**src/include/raycast_params.svh**
```systemverilog
// Volume, fixed-point and shading constants; the volume is fixed at 64 voxels per axis
`ifndef RAYCAST_PARAMS_SVH
`define RAYCAST_PARAMS_SVH

// Volume geometry
`define VOXEL_BITS 6
`define GRID_MAX 63
`define SCREEN_BITS 11

// Ray position in fixed point, 8 fraction bits
`define FRAC_BITS 8
`define ACC_WIDTH 24
`define HALF_STEP 128
`define MARCH_LIMIT 128

// Occupancy needs alpha strictly above this
`define ALPHA_MIN 10

`define DEFAULT_SCREEN_WIDTH 480
`define DEFAULT_SCREEN_HEIGHT 360

// Selection highlight boost per channel
`define SEL_BOOST_R 96
`define SEL_BOOST_G 16
`define SEL_BOOST_B 96

// Sky gradient base colour
`define SKY_BASE_R 10
`define SKY_BASE_G 40
`define SKY_BASE_B 90

`endif

```
**src/rtl/raycast_pkg.sv**
```systemverilog
// Shared types; material opcodes follow the 4-bit type field of the voxel word
`include "raycast_params.svh"

package raycast_pkg;

    typedef logic [`VOXEL_BITS-1:0] voxel_coord_t;
    typedef logic [`SCREEN_BITS-1:0] screen_coord_t;

    // Material type held in voxel word bits [7:4]
    typedef enum logic [3:0] {
        mat_plain    = 4'd0,
        mat_emissive = 4'd1,
        mat_glass    = 4'd2,
        mat_mirror   = 4'd3,
        mat_water    = 4'd5
    } material_e;

    typedef enum logic [1:0] {
        scan_idle,
        scan_req,
        scan_wait_ack_low
    } scan_state_e;

    typedef enum logic [1:0] {
        march_wait,
        march_step,
        march_fetch,
        march_handoff
    } march_state_e;

    typedef enum logic [1:0] {
        shade_wait,
        shade_write,
        shade_release
    } shade_state_e;

endpackage

```
**src/rtl/pixel_scan.sv**
```systemverilog
// Raster walker; start is ignored while busy, and busy holds until the shader reports frame_done
`include "raycast_params.svh"

module pixel_scan import raycast_pkg::*; #(
    parameter int screen_width  = `DEFAULT_SCREEN_WIDTH,
    parameter int screen_height = `DEFAULT_SCREEN_HEIGHT
) (
    input  logic          clk,
    input  logic          rst_n,
    input  logic          start,
    input  logic          frame_done,
    output logic          busy,
    output logic          ray_req,
    input  logic          ray_ack,
    output screen_coord_t ray_px,
    output screen_coord_t ray_py,
    output voxel_coord_t  ray_map_y,
    output voxel_coord_t  ray_map_z,
    output logic          ray_last
);

    localparam int w_last = screen_width - 1;
    localparam int h_last = screen_height - 1;

    scan_state_e state;
    logic        busy_q;
    logic [17:0] map_y_full;
    logic [17:0] map_z_full;

    // Screen to Y/Z column mapping, top row maps to the highest Y
    assign map_y_full = ((18'(h_last) - 18'(ray_py)) * 18'(`GRID_MAX)) / 18'(h_last);
    assign map_z_full = (18'(ray_px) * 18'(`GRID_MAX)) / 18'(w_last);
    assign ray_map_y  = map_y_full[`VOXEL_BITS-1:0];
    assign ray_map_z  = map_z_full[`VOXEL_BITS-1:0];

    assign ray_last = (ray_px == screen_coord_t'(w_last)) &&
                      (ray_py == screen_coord_t'(h_last));

    // Busy drops in the same cycle as the done pulse
    assign busy = busy_q & ~frame_done;

    always_ff @(posedge clk or negedge rst_n) begin
        if (!rst_n) begin
            state   <= scan_idle;
            busy_q  <= 1'b0;
            ray_req <= 1'b0;
            ray_px  <= '0;
            ray_py  <= '0;
        end else begin
            if (frame_done) begin
                busy_q <= 1'b0;
            end
            case (state)
                scan_idle: begin
                    if (start && !busy_q) begin
                        busy_q  <= 1'b1;
                        ray_px  <= '0;
                        ray_py  <= '0;
                        ray_req <= 1'b1;
                        state   <= scan_req;
                    end
                end
                scan_req: begin
                    if (ray_ack) begin
                        ray_req <= 1'b0;
                        state   <= scan_wait_ack_low;
                    end
                end
                scan_wait_ack_low: begin
                    if (!ray_ack) begin
                        if (ray_last) begin
                            // Wait in idle for the shader to finish the frame
                            state <= scan_idle;
                        end else begin
                            if (ray_px == screen_coord_t'(w_last)) begin
                                ray_px <= '0;
                                ray_py <= ray_py + 1'b1;
                            end else begin
                                ray_px <= ray_px + 1'b1;
                            end
                            ray_req <= 1'b1;
                            state   <= scan_req;
                        end
                    end
                end
                default: state <= scan_idle;
            endcase
        end
    end

endmodule

```
**src/rtl/ray_marcher.sv**
```systemverilog
// Marches one ray along -X in half-voxel steps; memory data is expected the cycle after read_en
`include "raycast_params.svh"

module ray_marcher import raycast_pkg::*; (
    input  logic                        clk,
    input  logic                        rst_n,
    input  logic                        ray_req,
    output logic                        ray_ack,
    input  screen_coord_t               ray_px,
    input  screen_coord_t               ray_py,
    input  voxel_coord_t                ray_map_y,
    input  voxel_coord_t                ray_map_z,
    input  logic                        ray_last,
    output logic [3*`VOXEL_BITS-1:0]    voxel_addr,
    output logic                        voxel_read_en,
    input  logic [63:0]                 voxel_data,
    output logic                        hit_req,
    input  logic                        hit_ack,
    output logic                        hit_found,
    output screen_coord_t               hit_px,
    output screen_coord_t               hit_py,
    output voxel_coord_t                hit_voxel_x,
    output voxel_coord_t                hit_voxel_y,
    output voxel_coord_t                hit_voxel_z,
    output logic [7:0]                  hit_steps,
    output logic [63:0]                 hit_data,
    output logic                        hit_last
);

    localparam logic [`ACC_WIDTH-1:0] pos_start = `GRID_MAX << `FRAC_BITS;

    march_state_e          state;
    logic [`ACC_WIDTH-1:0] pos;
    logic [7:0]            steps;
    logic                  found;
    logic                  occupied;
    screen_coord_t         cur_px;
    screen_coord_t         cur_py;
    voxel_coord_t          cur_map_y;
    voxel_coord_t          cur_map_z;
    logic                  cur_last;
    logic [63:0]           cur_data;

    assign occupied = (voxel_data != 64'd0) && (voxel_data[47:40] > 8'(`ALPHA_MIN));

    always_ff @(posedge clk or negedge rst_n) begin
        if (!rst_n) begin
            state         <= march_wait;
            ray_ack       <= 1'b0;
            hit_req       <= 1'b0;
            voxel_read_en <= 1'b0;
            voxel_addr    <= '0;
        end else begin
            voxel_read_en <= 1'b0;
            if (ray_ack && !ray_req) begin
                ray_ack <= 1'b0;
            end
            if (hit_req && hit_ack) begin
                hit_req <= 1'b0;
            end
            case (state)
                march_wait: begin
                    // Accept a ray and issue sample 0 at x = 63
                    if (ray_req && !ray_ack) begin
                        ray_ack       <= 1'b1;
                        voxel_addr    <= {voxel_coord_t'(`GRID_MAX), ray_map_y, ray_map_z};
                        voxel_read_en <= 1'b1;
                        state         <= march_step;
                    end
                end
                march_step: state <= march_fetch;
                march_fetch: begin
                    if (occupied || steps == 8'(`MARCH_LIMIT)) begin
                        state <= march_handoff;
                    end else begin
                        voxel_addr    <= {pos[`FRAC_BITS +: `VOXEL_BITS], cur_map_y, cur_map_z};
                        voxel_read_en <= 1'b1;
                        state         <= march_step;
                    end
                end
                march_handoff: begin
                    // Previous result must be fully released first
                    if (!hit_req && !hit_ack) begin
                        hit_req <= 1'b1;
                        state   <= march_wait;
                    end
                end
                default: state <= march_wait;
            endcase
        end
    end

    // ----------------------------------------
    // Ray payload and result registers
    // ----------------------------------------
    always_ff @(posedge clk) begin
        if (state == march_wait && ray_req && !ray_ack) begin
            cur_px    <= ray_px;
            cur_py    <= ray_py;
            cur_map_y <= ray_map_y;
            cur_map_z <= ray_map_z;
            cur_last  <= ray_last;
            pos       <= pos_start - `ACC_WIDTH'(`HALF_STEP);
            steps     <= 8'd1;
            found     <= 1'b0;
        end
        if (state == march_fetch) begin
            if (occupied) begin
                found    <= 1'b1;
                cur_data <= voxel_data;
            end else if (steps != 8'(`MARCH_LIMIT)) begin
                pos   <= pos - `ACC_WIDTH'(`HALF_STEP);
                steps <= steps + 1'b1;
            end
        end
        if (state == march_handoff && !hit_req && !hit_ack) begin
            hit_found   <= found;
            hit_px      <= cur_px;
            hit_py      <= cur_py;
            // Address still holds the last sampled voxel
            hit_voxel_x <= voxel_addr[3*`VOXEL_BITS-1 -: `VOXEL_BITS];
            hit_voxel_y <= cur_map_y;
            hit_voxel_z <= cur_map_z;
            hit_steps   <= steps;
            hit_data    <= cur_data;
            hit_last    <= cur_last;
        end
    end

endmodule

```
**src/rtl/pixel_shader.sv**
```systemverilog
// Shades hits or sky and writes two words per pixel; the framebuffer must accept every write
`include "raycast_params.svh"

module pixel_shader import raycast_pkg::*; #(
    parameter int screen_width = `DEFAULT_SCREEN_WIDTH
) (
    input  logic          clk,
    input  logic          rst_n,
    input  logic          hit_req,
    output logic          hit_ack,
    input  logic          hit_found,
    input  screen_coord_t hit_px,
    input  screen_coord_t hit_py,
    input  voxel_coord_t  hit_voxel_x,
    input  voxel_coord_t  hit_voxel_y,
    input  voxel_coord_t  hit_voxel_z,
    input  logic [7:0]    hit_steps,
    input  logic [63:0]   hit_data,
    input  logic          hit_last,
    input  logic          sel_active,
    input  voxel_coord_t  sel_voxel_x,
    input  voxel_coord_t  sel_voxel_y,
    input  voxel_coord_t  sel_voxel_z,
    output logic [31:0]   pixel_word0,
    output logic [31:0]   pixel_word1,
    output logic [31:0]   pixel_addr,
    output logic          pixel_write_en,
    output logic          frame_done
);

    shade_state_e state;
    material_e    mat_type;
    logic [7:0]   props;
    logic [7:0]   emissive;
    logic [7:0]   light;
    logic [23:0]  colour;
    logic [7:0]   py8;
    logic         sel_hit;
    logic [7:0]   shade_r;
    logic [7:0]   shade_g;
    logic [7:0]   shade_b;
    logic [7:0]   reflection;
    logic [7:0]   refraction;
    logic [7:0]   emission;
    logic [31:0]  word0_next;
    logic [31:0]  word1_next;

    function automatic logic [7:0] scale8(input logic [7:0] a, input logic [7:0] b);
        logic [15:0] prod;
        prod = a * b;
        return prod[15:8];
    endfunction

    function automatic logic [7:0] sat_add(input logic [7:0] a, input logic [7:0] b);
        logic [8:0] sum;
        sum = {1'b0, a} + {1'b0, b};
        return sum[8] ? 8'hFF : sum[7:0];
    endfunction

    // Voxel word fields
    assign props    = hit_data[63:56];
    assign emissive = hit_data[55:48];
    assign light    = hit_data[39:32];
    assign colour   = hit_data[31:8];
    assign mat_type = material_e'(hit_data[7:4]);
    assign py8      = hit_py[7:0];

    assign sel_hit = sel_active && hit_voxel_x == sel_voxel_x &&
                     hit_voxel_y == sel_voxel_y && hit_voxel_z == sel_voxel_z;

    // ----------------------------------------
    // Colour path
    // ----------------------------------------
    always_comb begin
        shade_r = scale8(colour[23:16], light);
        shade_g = scale8(colour[15:8], light);
        shade_b = scale8(colour[7:0], light);
        // Fully dark result falls back to the raw colour
        if (shade_r == 8'd0 && shade_g == 8'd0 && shade_b == 8'd0) begin
            shade_r = colour[23:16];
            shade_g = colour[15:8];
            shade_b = colour[7:0];
        end
        if (emissive != 8'd0) begin
            shade_r = sat_add(shade_r, scale8(emissive, shade_r));
            shade_g = sat_add(shade_g, scale8(emissive, shade_g));
            shade_b = sat_add(shade_b, scale8(emissive, shade_b));
        end
        if (sel_hit) begin
            shade_r = sat_add(shade_r, 8'(`SEL_BOOST_R));
            shade_g = sat_add(shade_g, 8'(`SEL_BOOST_G));
            shade_b = sat_add(shade_b, 8'(`SEL_BOOST_B));
        end
    end

    // Material fields
    always_comb begin
        case (mat_type)
            mat_mirror: reflection = 8'd255;
            mat_water:  reflection = 8'd200;
            default:    reflection = {props[7:5], 5'd0};
        endcase
        case (mat_type)
            mat_water: refraction = 8'd128;
            mat_glass: refraction = 8'd85;
            default:   refraction = 8'd0;
        endcase
        emission = (mat_type == mat_emissive) ? emissive : 8'd0;
    end

    always_comb begin
        if (hit_found) begin
            word0_next = {reflection, refraction, hit_steps, emission};
            word1_next = {shade_r, shade_g, shade_b, hit_data[7:4], 4'h0};
        end else begin
            // Sky gradient, darker at the top
            word0_next = {8'd0, 8'd0, 8'd255, 8'd0};
            word1_next = {8'(`SKY_BASE_R) + (py8 >> 3), 8'(`SKY_BASE_G) + (py8 >> 3),
                          8'(`SKY_BASE_B) + (py8 >> 2), 8'hFF};
        end
    end

    always_ff @(posedge clk or negedge rst_n) begin
        if (!rst_n) begin
            state          <= shade_wait;
            hit_ack        <= 1'b0;
            pixel_write_en <= 1'b0;
            frame_done     <= 1'b0;
        end else begin
            pixel_write_en <= 1'b0;
            frame_done     <= 1'b0;
            case (state)
                shade_wait: begin
                    if (hit_req && !hit_ack) begin
                        pixel_write_en <= 1'b1;
                        state          <= shade_write;
                    end
                end
                shade_write: begin
                    hit_ack    <= 1'b1;
                    frame_done <= hit_last;
                    state      <= shade_release;
                end
                shade_release: begin
                    if (!hit_req) begin
                        hit_ack <= 1'b0;
                        state   <= shade_wait;
                    end
                end
                default: state <= shade_wait;
            endcase
        end
    end

    always_ff @(posedge clk) begin
        if (state == shade_wait && hit_req && !hit_ack) begin
            pixel_word0 <= word0_next;
            pixel_word1 <= word1_next;
            pixel_addr  <= 32'(hit_py) * 32'(screen_width) + 32'(hit_px);
        end
    end

endmodule

```
**src/rtl/voxel_raycaster.sv**
```systemverilog
// Three-stage raycaster top; up to three pixels in flight, frame time depends on the scene
`include "raycast_params.svh"

module voxel_raycaster import raycast_pkg::*; #(
    parameter int screen_width  = `DEFAULT_SCREEN_WIDTH,
    parameter int screen_height = `DEFAULT_SCREEN_HEIGHT
) (
    input  logic                     clk,
    input  logic                     rst_n,
    input  logic                     start,
    output logic [3*`VOXEL_BITS-1:0] voxel_addr,
    output logic                     voxel_read_en,
    input  logic [63:0]              voxel_data,
    input  logic                     sel_active,
    input  voxel_coord_t             sel_voxel_x,
    input  voxel_coord_t             sel_voxel_y,
    input  voxel_coord_t             sel_voxel_z,
    output logic [31:0]              pixel_word0,
    output logic [31:0]              pixel_word1,
    output logic [31:0]              pixel_addr,
    output logic                     pixel_write_en,
    output logic                     busy,
    output logic                     done
);

    // Scan to marcher
    logic          ray_req;
    logic          ray_ack;
    screen_coord_t ray_px;
    screen_coord_t ray_py;
    voxel_coord_t  ray_map_y;
    voxel_coord_t  ray_map_z;
    logic          ray_last;

    // Marcher to shader
    logic          hit_req;
    logic          hit_ack;
    logic          hit_found;
    screen_coord_t hit_px;
    screen_coord_t hit_py;
    voxel_coord_t  hit_voxel_x;
    voxel_coord_t  hit_voxel_y;
    voxel_coord_t  hit_voxel_z;
    logic [7:0]    hit_steps;
    logic [63:0]   hit_data;
    logic          hit_last;

    pixel_scan #(
        .screen_width  (screen_width),
        .screen_height (screen_height)
    ) u_pixel_scan (
        .clk        (clk),
        .rst_n      (rst_n),
        .start      (start),
        .frame_done (done),
        .busy       (busy),
        .ray_req    (ray_req),
        .ray_ack    (ray_ack),
        .ray_px     (ray_px),
        .ray_py     (ray_py),
        .ray_map_y  (ray_map_y),
        .ray_map_z  (ray_map_z),
        .ray_last   (ray_last)
    );

    ray_marcher u_ray_marcher (
        .clk           (clk),
        .rst_n         (rst_n),
        .ray_req       (ray_req),
        .ray_ack       (ray_ack),
        .ray_px        (ray_px),
        .ray_py        (ray_py),
        .ray_map_y     (ray_map_y),
        .ray_map_z     (ray_map_z),
        .ray_last      (ray_last),
        .voxel_addr    (voxel_addr),
        .voxel_read_en (voxel_read_en),
        .voxel_data    (voxel_data),
        .hit_req       (hit_req),
        .hit_ack       (hit_ack),
        .hit_found     (hit_found),
        .hit_px        (hit_px),
        .hit_py        (hit_py),
        .hit_voxel_x   (hit_voxel_x),
        .hit_voxel_y   (hit_voxel_y),
        .hit_voxel_z   (hit_voxel_z),
        .hit_steps     (hit_steps),
        .hit_data      (hit_data),
        .hit_last      (hit_last)
    );

    pixel_shader #(
        .screen_width (screen_width)
    ) u_pixel_shader (
        .clk            (clk),
        .rst_n          (rst_n),
        .hit_req        (hit_req),
        .hit_ack        (hit_ack),
        .hit_found      (hit_found),
        .hit_px         (hit_px),
        .hit_py         (hit_py),
        .hit_voxel_x    (hit_voxel_x),
        .hit_voxel_y    (hit_voxel_y),
        .hit_voxel_z    (hit_voxel_z),
        .hit_steps      (hit_steps),
        .hit_data       (hit_data),
        .hit_last       (hit_last),
        .sel_active     (sel_active),
        .sel_voxel_x    (sel_voxel_x),
        .sel_voxel_y    (sel_voxel_y),
        .sel_voxel_z    (sel_voxel_z),
        .pixel_word0    (pixel_word0),
        .pixel_word1    (pixel_word1),
        .pixel_addr     (pixel_addr),
        .pixel_write_en (pixel_write_en),
        .frame_done     (done)
    );

endmodule

```
**config.mk**
```make
export PLATFORM = sky130hd
export DESIGN_NAME = voxel_raycaster
export DESIGN_NICKNAME = d
export VERILOG_FILES = /design/src/rtl/raycast_pkg.sv /design/src/rtl/pixel_scan.sv /design/src/rtl/ray_marcher.sv /design/src/rtl/pixel_shader.sv /design/src/rtl/voxel_raycaster.sv
export VERILOG_INCLUDE_DIRS = /design/src /design/src/include
export SDC_FILE = /design/constraint.sdc
export NUM_CORES = 2
export LEC_CHECK = 0
export ABC_AREA = 1
export BUFFER_PORTS_ARGS = -buffer_cell sky130_fd_sc_hd__clkbuf_2
export CAP_MARGIN = 20
export CORE_AREA = 3 3 332 334
export DETAILED_ROUTE_END_ITERATION = 10
export DIE_AREA = 0 0 335 337
export GPL_TIMING_DRIVEN = 0
export PLACE_DENSITY_LB_ADDON = 0.3
export SLEW_MARGIN = 20
export SYNTH_ARGS = -nofsm -noshare
export SYNTH_HDL_FRONTEND = slang
export SYNTH_SLANG_ARGS = --single-unit
```
**constraint.sdc**
```tcl
create_clock -name clk -period 19.65 [get_ports clk]
set_input_delay 0.9825 -clock clk [delete_from_list [all_inputs] [get_ports clk]]
set_output_delay 0.9825 -clock clk [all_outputs]
set_load 0.03 [all_outputs]
```
==> metrics.log <==
INFO  metric outcome = completed
INFO  metric endpoint_kind = flip-flop
INFO  metric maxSlewViolCount = 0
INFO  metric finalHoldViolCount = 0
INFO  metric cts_tree = done
INFO  metric post-route-drc-count = 0
INFO  metric cts-buffers-inserted = 37
INFO  metric drt_first_iter_violations = 1520
INFO  metric max_slew_margin = 28.01%
INFO  metric number_of_synthesized_flops_with_an_enable_pin = 252
INFO  metric die_x = 335 um
INFO  metric synth.ff_latch_count = 322
INFO  metric cts_root_buf = sky130_fd_sc_hd__clkbuf_16
INFO  metric grt_setup_unrepaired = no
INFO  metric pin_count = 204
INFO  metric slowest_stage = sky130_fd_sc_hd__o21ai_0
INFO  metric post-route-min-period = 15.47 ns
INFO  metric port-buffer-count = 180
INFO  metric drt_first_pass_iters = 5
INFO  metric clock_sink_count = 322
INFO  metric most-common-layout-cells = sky130_fd_sc_hd__nand2_1 (993), sky130_fd_sc_hd__inv_1 (904), sky130_fd_sc_hd__ha_1 (332)
INFO  metric grt_antenna_before_repair = 4
INFO  metric floorplan.die_area = 0.1129 mm2
INFO  metric ys.warnings.count = 0
INFO  metric avgViaCountPerCell = 4.644
INFO  metric synth_cells = 4375
INFO  metric grt_start_max_net_pins = 46
INFO  metric chipHeight = 337 um
INFO  metric area_growth = 12.30%
INFO  metric clock.fmax = 0.06465 GHz
INFO  metric synth_area = 0.03533 mm2
INFO  metric grt.overflow.total = 0
INFO  metric clock_transition_time_at_the_flip_flop_clock_pins_of_the_worst_setup_and_hold_paths = 0.06 ns
INFO  metric synthFlopType = sky130_fd_sc_hd__edfxtp_1
INFO  metric first_global_vias = 27622
INFO  metric finalHoldWorstSlack = 0.2735 ns
INFO  metric async_reset_ff_share = 16.77%
INFO  metric layout.cells.most_common = sky130_fd_sc_hd__nand2_1
INFO  metric synth_seq_area_share = 26.15%
INFO  metric final_antenna_net_count = 0
INFO  metric routedWlPerCell = 15.05 um
INFO  metric post-cts-setup-buffer-count = 0
INFO  metric cts_buffer_depth = 3
INFO  metric crit_path_max_fanout = 10
INFO  metric vias = 28205
INFO  metric clock_latency = 0.58 ns
INFO  metric layout_worst_path_cycle_share = 78.72%
INFO  metric slowest_delay = 0.79 ns
INFO  metric crit_required = 19.94 ns
INFO  metric detail_placement_hpwl = 75190 um
INFO  metric grt_first_pass_wirelength = 146700 um
INFO  metric detail_route.wirelength = 91430 um
INFO  metric fin_worst_skew = 0.02291 ns
INFO  metric postSynthAreaPerCell = 8.075 um2
INFO  metric rows = 120
INFO  metric critical-path-top-cell-by-count = sky130_fd_sc_hd__inv_1
INFO  metric global_placement_routability_congestion = 0.8872
INFO  metric hold_path.class = input pin to async pin
INFO  metric finalSetupViolCount = 0
INFO  metric ctsHtreeMaxLevel = 2
INFO  metric worst_ep_arrival_time = 15.76 ns
INFO  metric synthDistinctLibCells = 71
INFO  metric drv_cap = 0
INFO  metric start_util = 32.95%
INFO  metric timing.critical_path.from_type = flip-flop
INFO  metric fin_nets = 5339
INFO  metric cts.hold.buffers_added = 0
INFO  metric post_route_cells_drive_above_1_share = 11.72%
INFO  metric grt.total_usage = 16.24%
INFO  metric max_slew.worst_pin.slew = 1.069 ns
INFO  metric core-area = 0.1072 mm2
INFO  metric final.setup.tns = 0 ns
INFO  metric post_cts_resized = 0
INFO  metric critPathKind = flip-flop to flip-flop
cell type report:
type                    instances  area [um2]
multi-input cells            3015       22010
clock inverters                23       344.1
fillers                     11091       67530
inverters                     945        3580
repair buffers                212        1192
diodes                          2       5.005
clock buffers                  45       975.9
flip-flops and latches        322        9239
plain buffers                 106       574.3
well taps                    1403        1755
registers in the layout, indices dropped and copies added, names as in the netlist, 7 cells and up:
name                        count
u_pixel_shader.pixel_word0     23
u_ray_marcher.hit_px           11
u_ray_marcher.hit_py           11
u_pixel_scan.ray_px            11
u_pixel_scan.ray_py            11
u_pixel_shader.pixel_addr      21
u_ray_marcher.hit_data         47
u_ray_marcher.cur_px           11
u_pixel_shader.pixel_word1     29
u_ray_marcher.hit_steps         8
u_ray_marcher.pos               7
u_ray_marcher.cur_py           11
u_ray_marcher.steps             8
u_ray_marcher.cur_data         47
u_ray_marcher.voxel_addr       18
cell usage after synthesis (54+ instances only):
cell type                  number  area, um2
sky130_fd_sc_hd__inv_1        904       3393
sky130_fd_sc_hd__dfrtp_1       54       1351
sky130_fd_sc_hd__nand2_2       70      437.9
sky130_fd_sc_hd__fa_1         282       5645
sky130_fd_sc_hd__clkbuf_1      70      262.8
sky130_fd_sc_hd__nor2_1       320       1201
sky130_fd_sc_hd__a21oi_1      135      675.7
sky130_fd_sc_hd__nand2_1      993       3727
sky130_fd_sc_hd__edfxtp_1     252       7567
sky130_fd_sc_hd__xor2_1       115       1007
sky130_fd_sc_hd__ha_1         332       4154
sky130_fd_sc_hd__nand3_1      206       1031
sky130_fd_sc_hd__o21ai_0      136      680.7
critical path, delay by kind of cell, from the launching register on:
| family | cells | cell delay (ns) |
|---|---|---|
| AO/OA/AOI/OAI | 23 | 5.14 |
| XOR/XNOR | 2 | 0.70 |
| adder cells (fa/ha/maj) | 12 | 5.08 |
| buffers and inverters | 16 | 2.33 |
| AND/OR/NAND/NOR | 12 | 1.36 |
| flip-flops | 1 | 0.54 |
routing by layer:
layer / global-route usage (%) / wire (um) / part of all wire [%] / vias to the layer above
met1: 21.66 / 41520 / 45 / 13336
li1: - / - / - / 14154
met5: 0 / 0 / 0 / -
met4: 4.744 / 2535 / 2.8 / 0
met3: 2.845 / 5335 / 5.8 / 115
met2: 26.99 / 42040 / 46 / 600
through the flow:
step	util [%]	setup slack, ns	cell area (um2)	instances
floorplan	-	7.354	35380	4388
global placement	35.48	4.274	38030	5971
detailed placement	35.77	4.200	38350	6003
CTS	37.00	4.178	39670	6071
global route	37.00	3.067	39670	6071
finish	37.01	4.182	39670	6073
path summary, 6_finish.rpt:
check | from | endpoint | slack, ns | cells after the start
min in group clk | u_ray_marcher.cur_data[35] | u_ray_marcher.hit_data[35] | 0.41 | 0
max in group asynchronous | rst_n | u_pixel_scan.ray_px[7] | 18.85 | 2
setup reg to reg | u_ray_marcher.hit_data[35] | u_pixel_shader.pixel_word1[16] | 4.18 | 65
setup / recovery | u_ray_marcher.hit_data[35] | u_pixel_shader.pixel_word1[16] | 4.18 | 65
hold / removal | rst_n | u_ray_marcher.voxel_addr[10] | 0.27 | 1
hold reg to reg | u_ray_marcher.cur_data[35] | u_ray_marcher.hit_data[35] | 0.41 | 0
logic make-up (layout without fill, tap and decap cells):
logic type / after synthesis / in the layout / synth area share (%)
xor gates and xnor gates: 163 / 163 / 4.041
buffers and inverters: 1051 / 1331 / 11.76
and+or+nand+nor: 1825 / 1825 / 23.83
DFF: 322 / 322 / 26.15
adders and majority gates: 614 / 614 / 27.74
other: 1 / 16 / 0.01062
AOI/OAI and AO/OA: 399 / 399 / 6.464
Power is left out: the tool's default activity adds up to more than one toggle a clock period on the data nets, which glitch-free logic cannot reach.
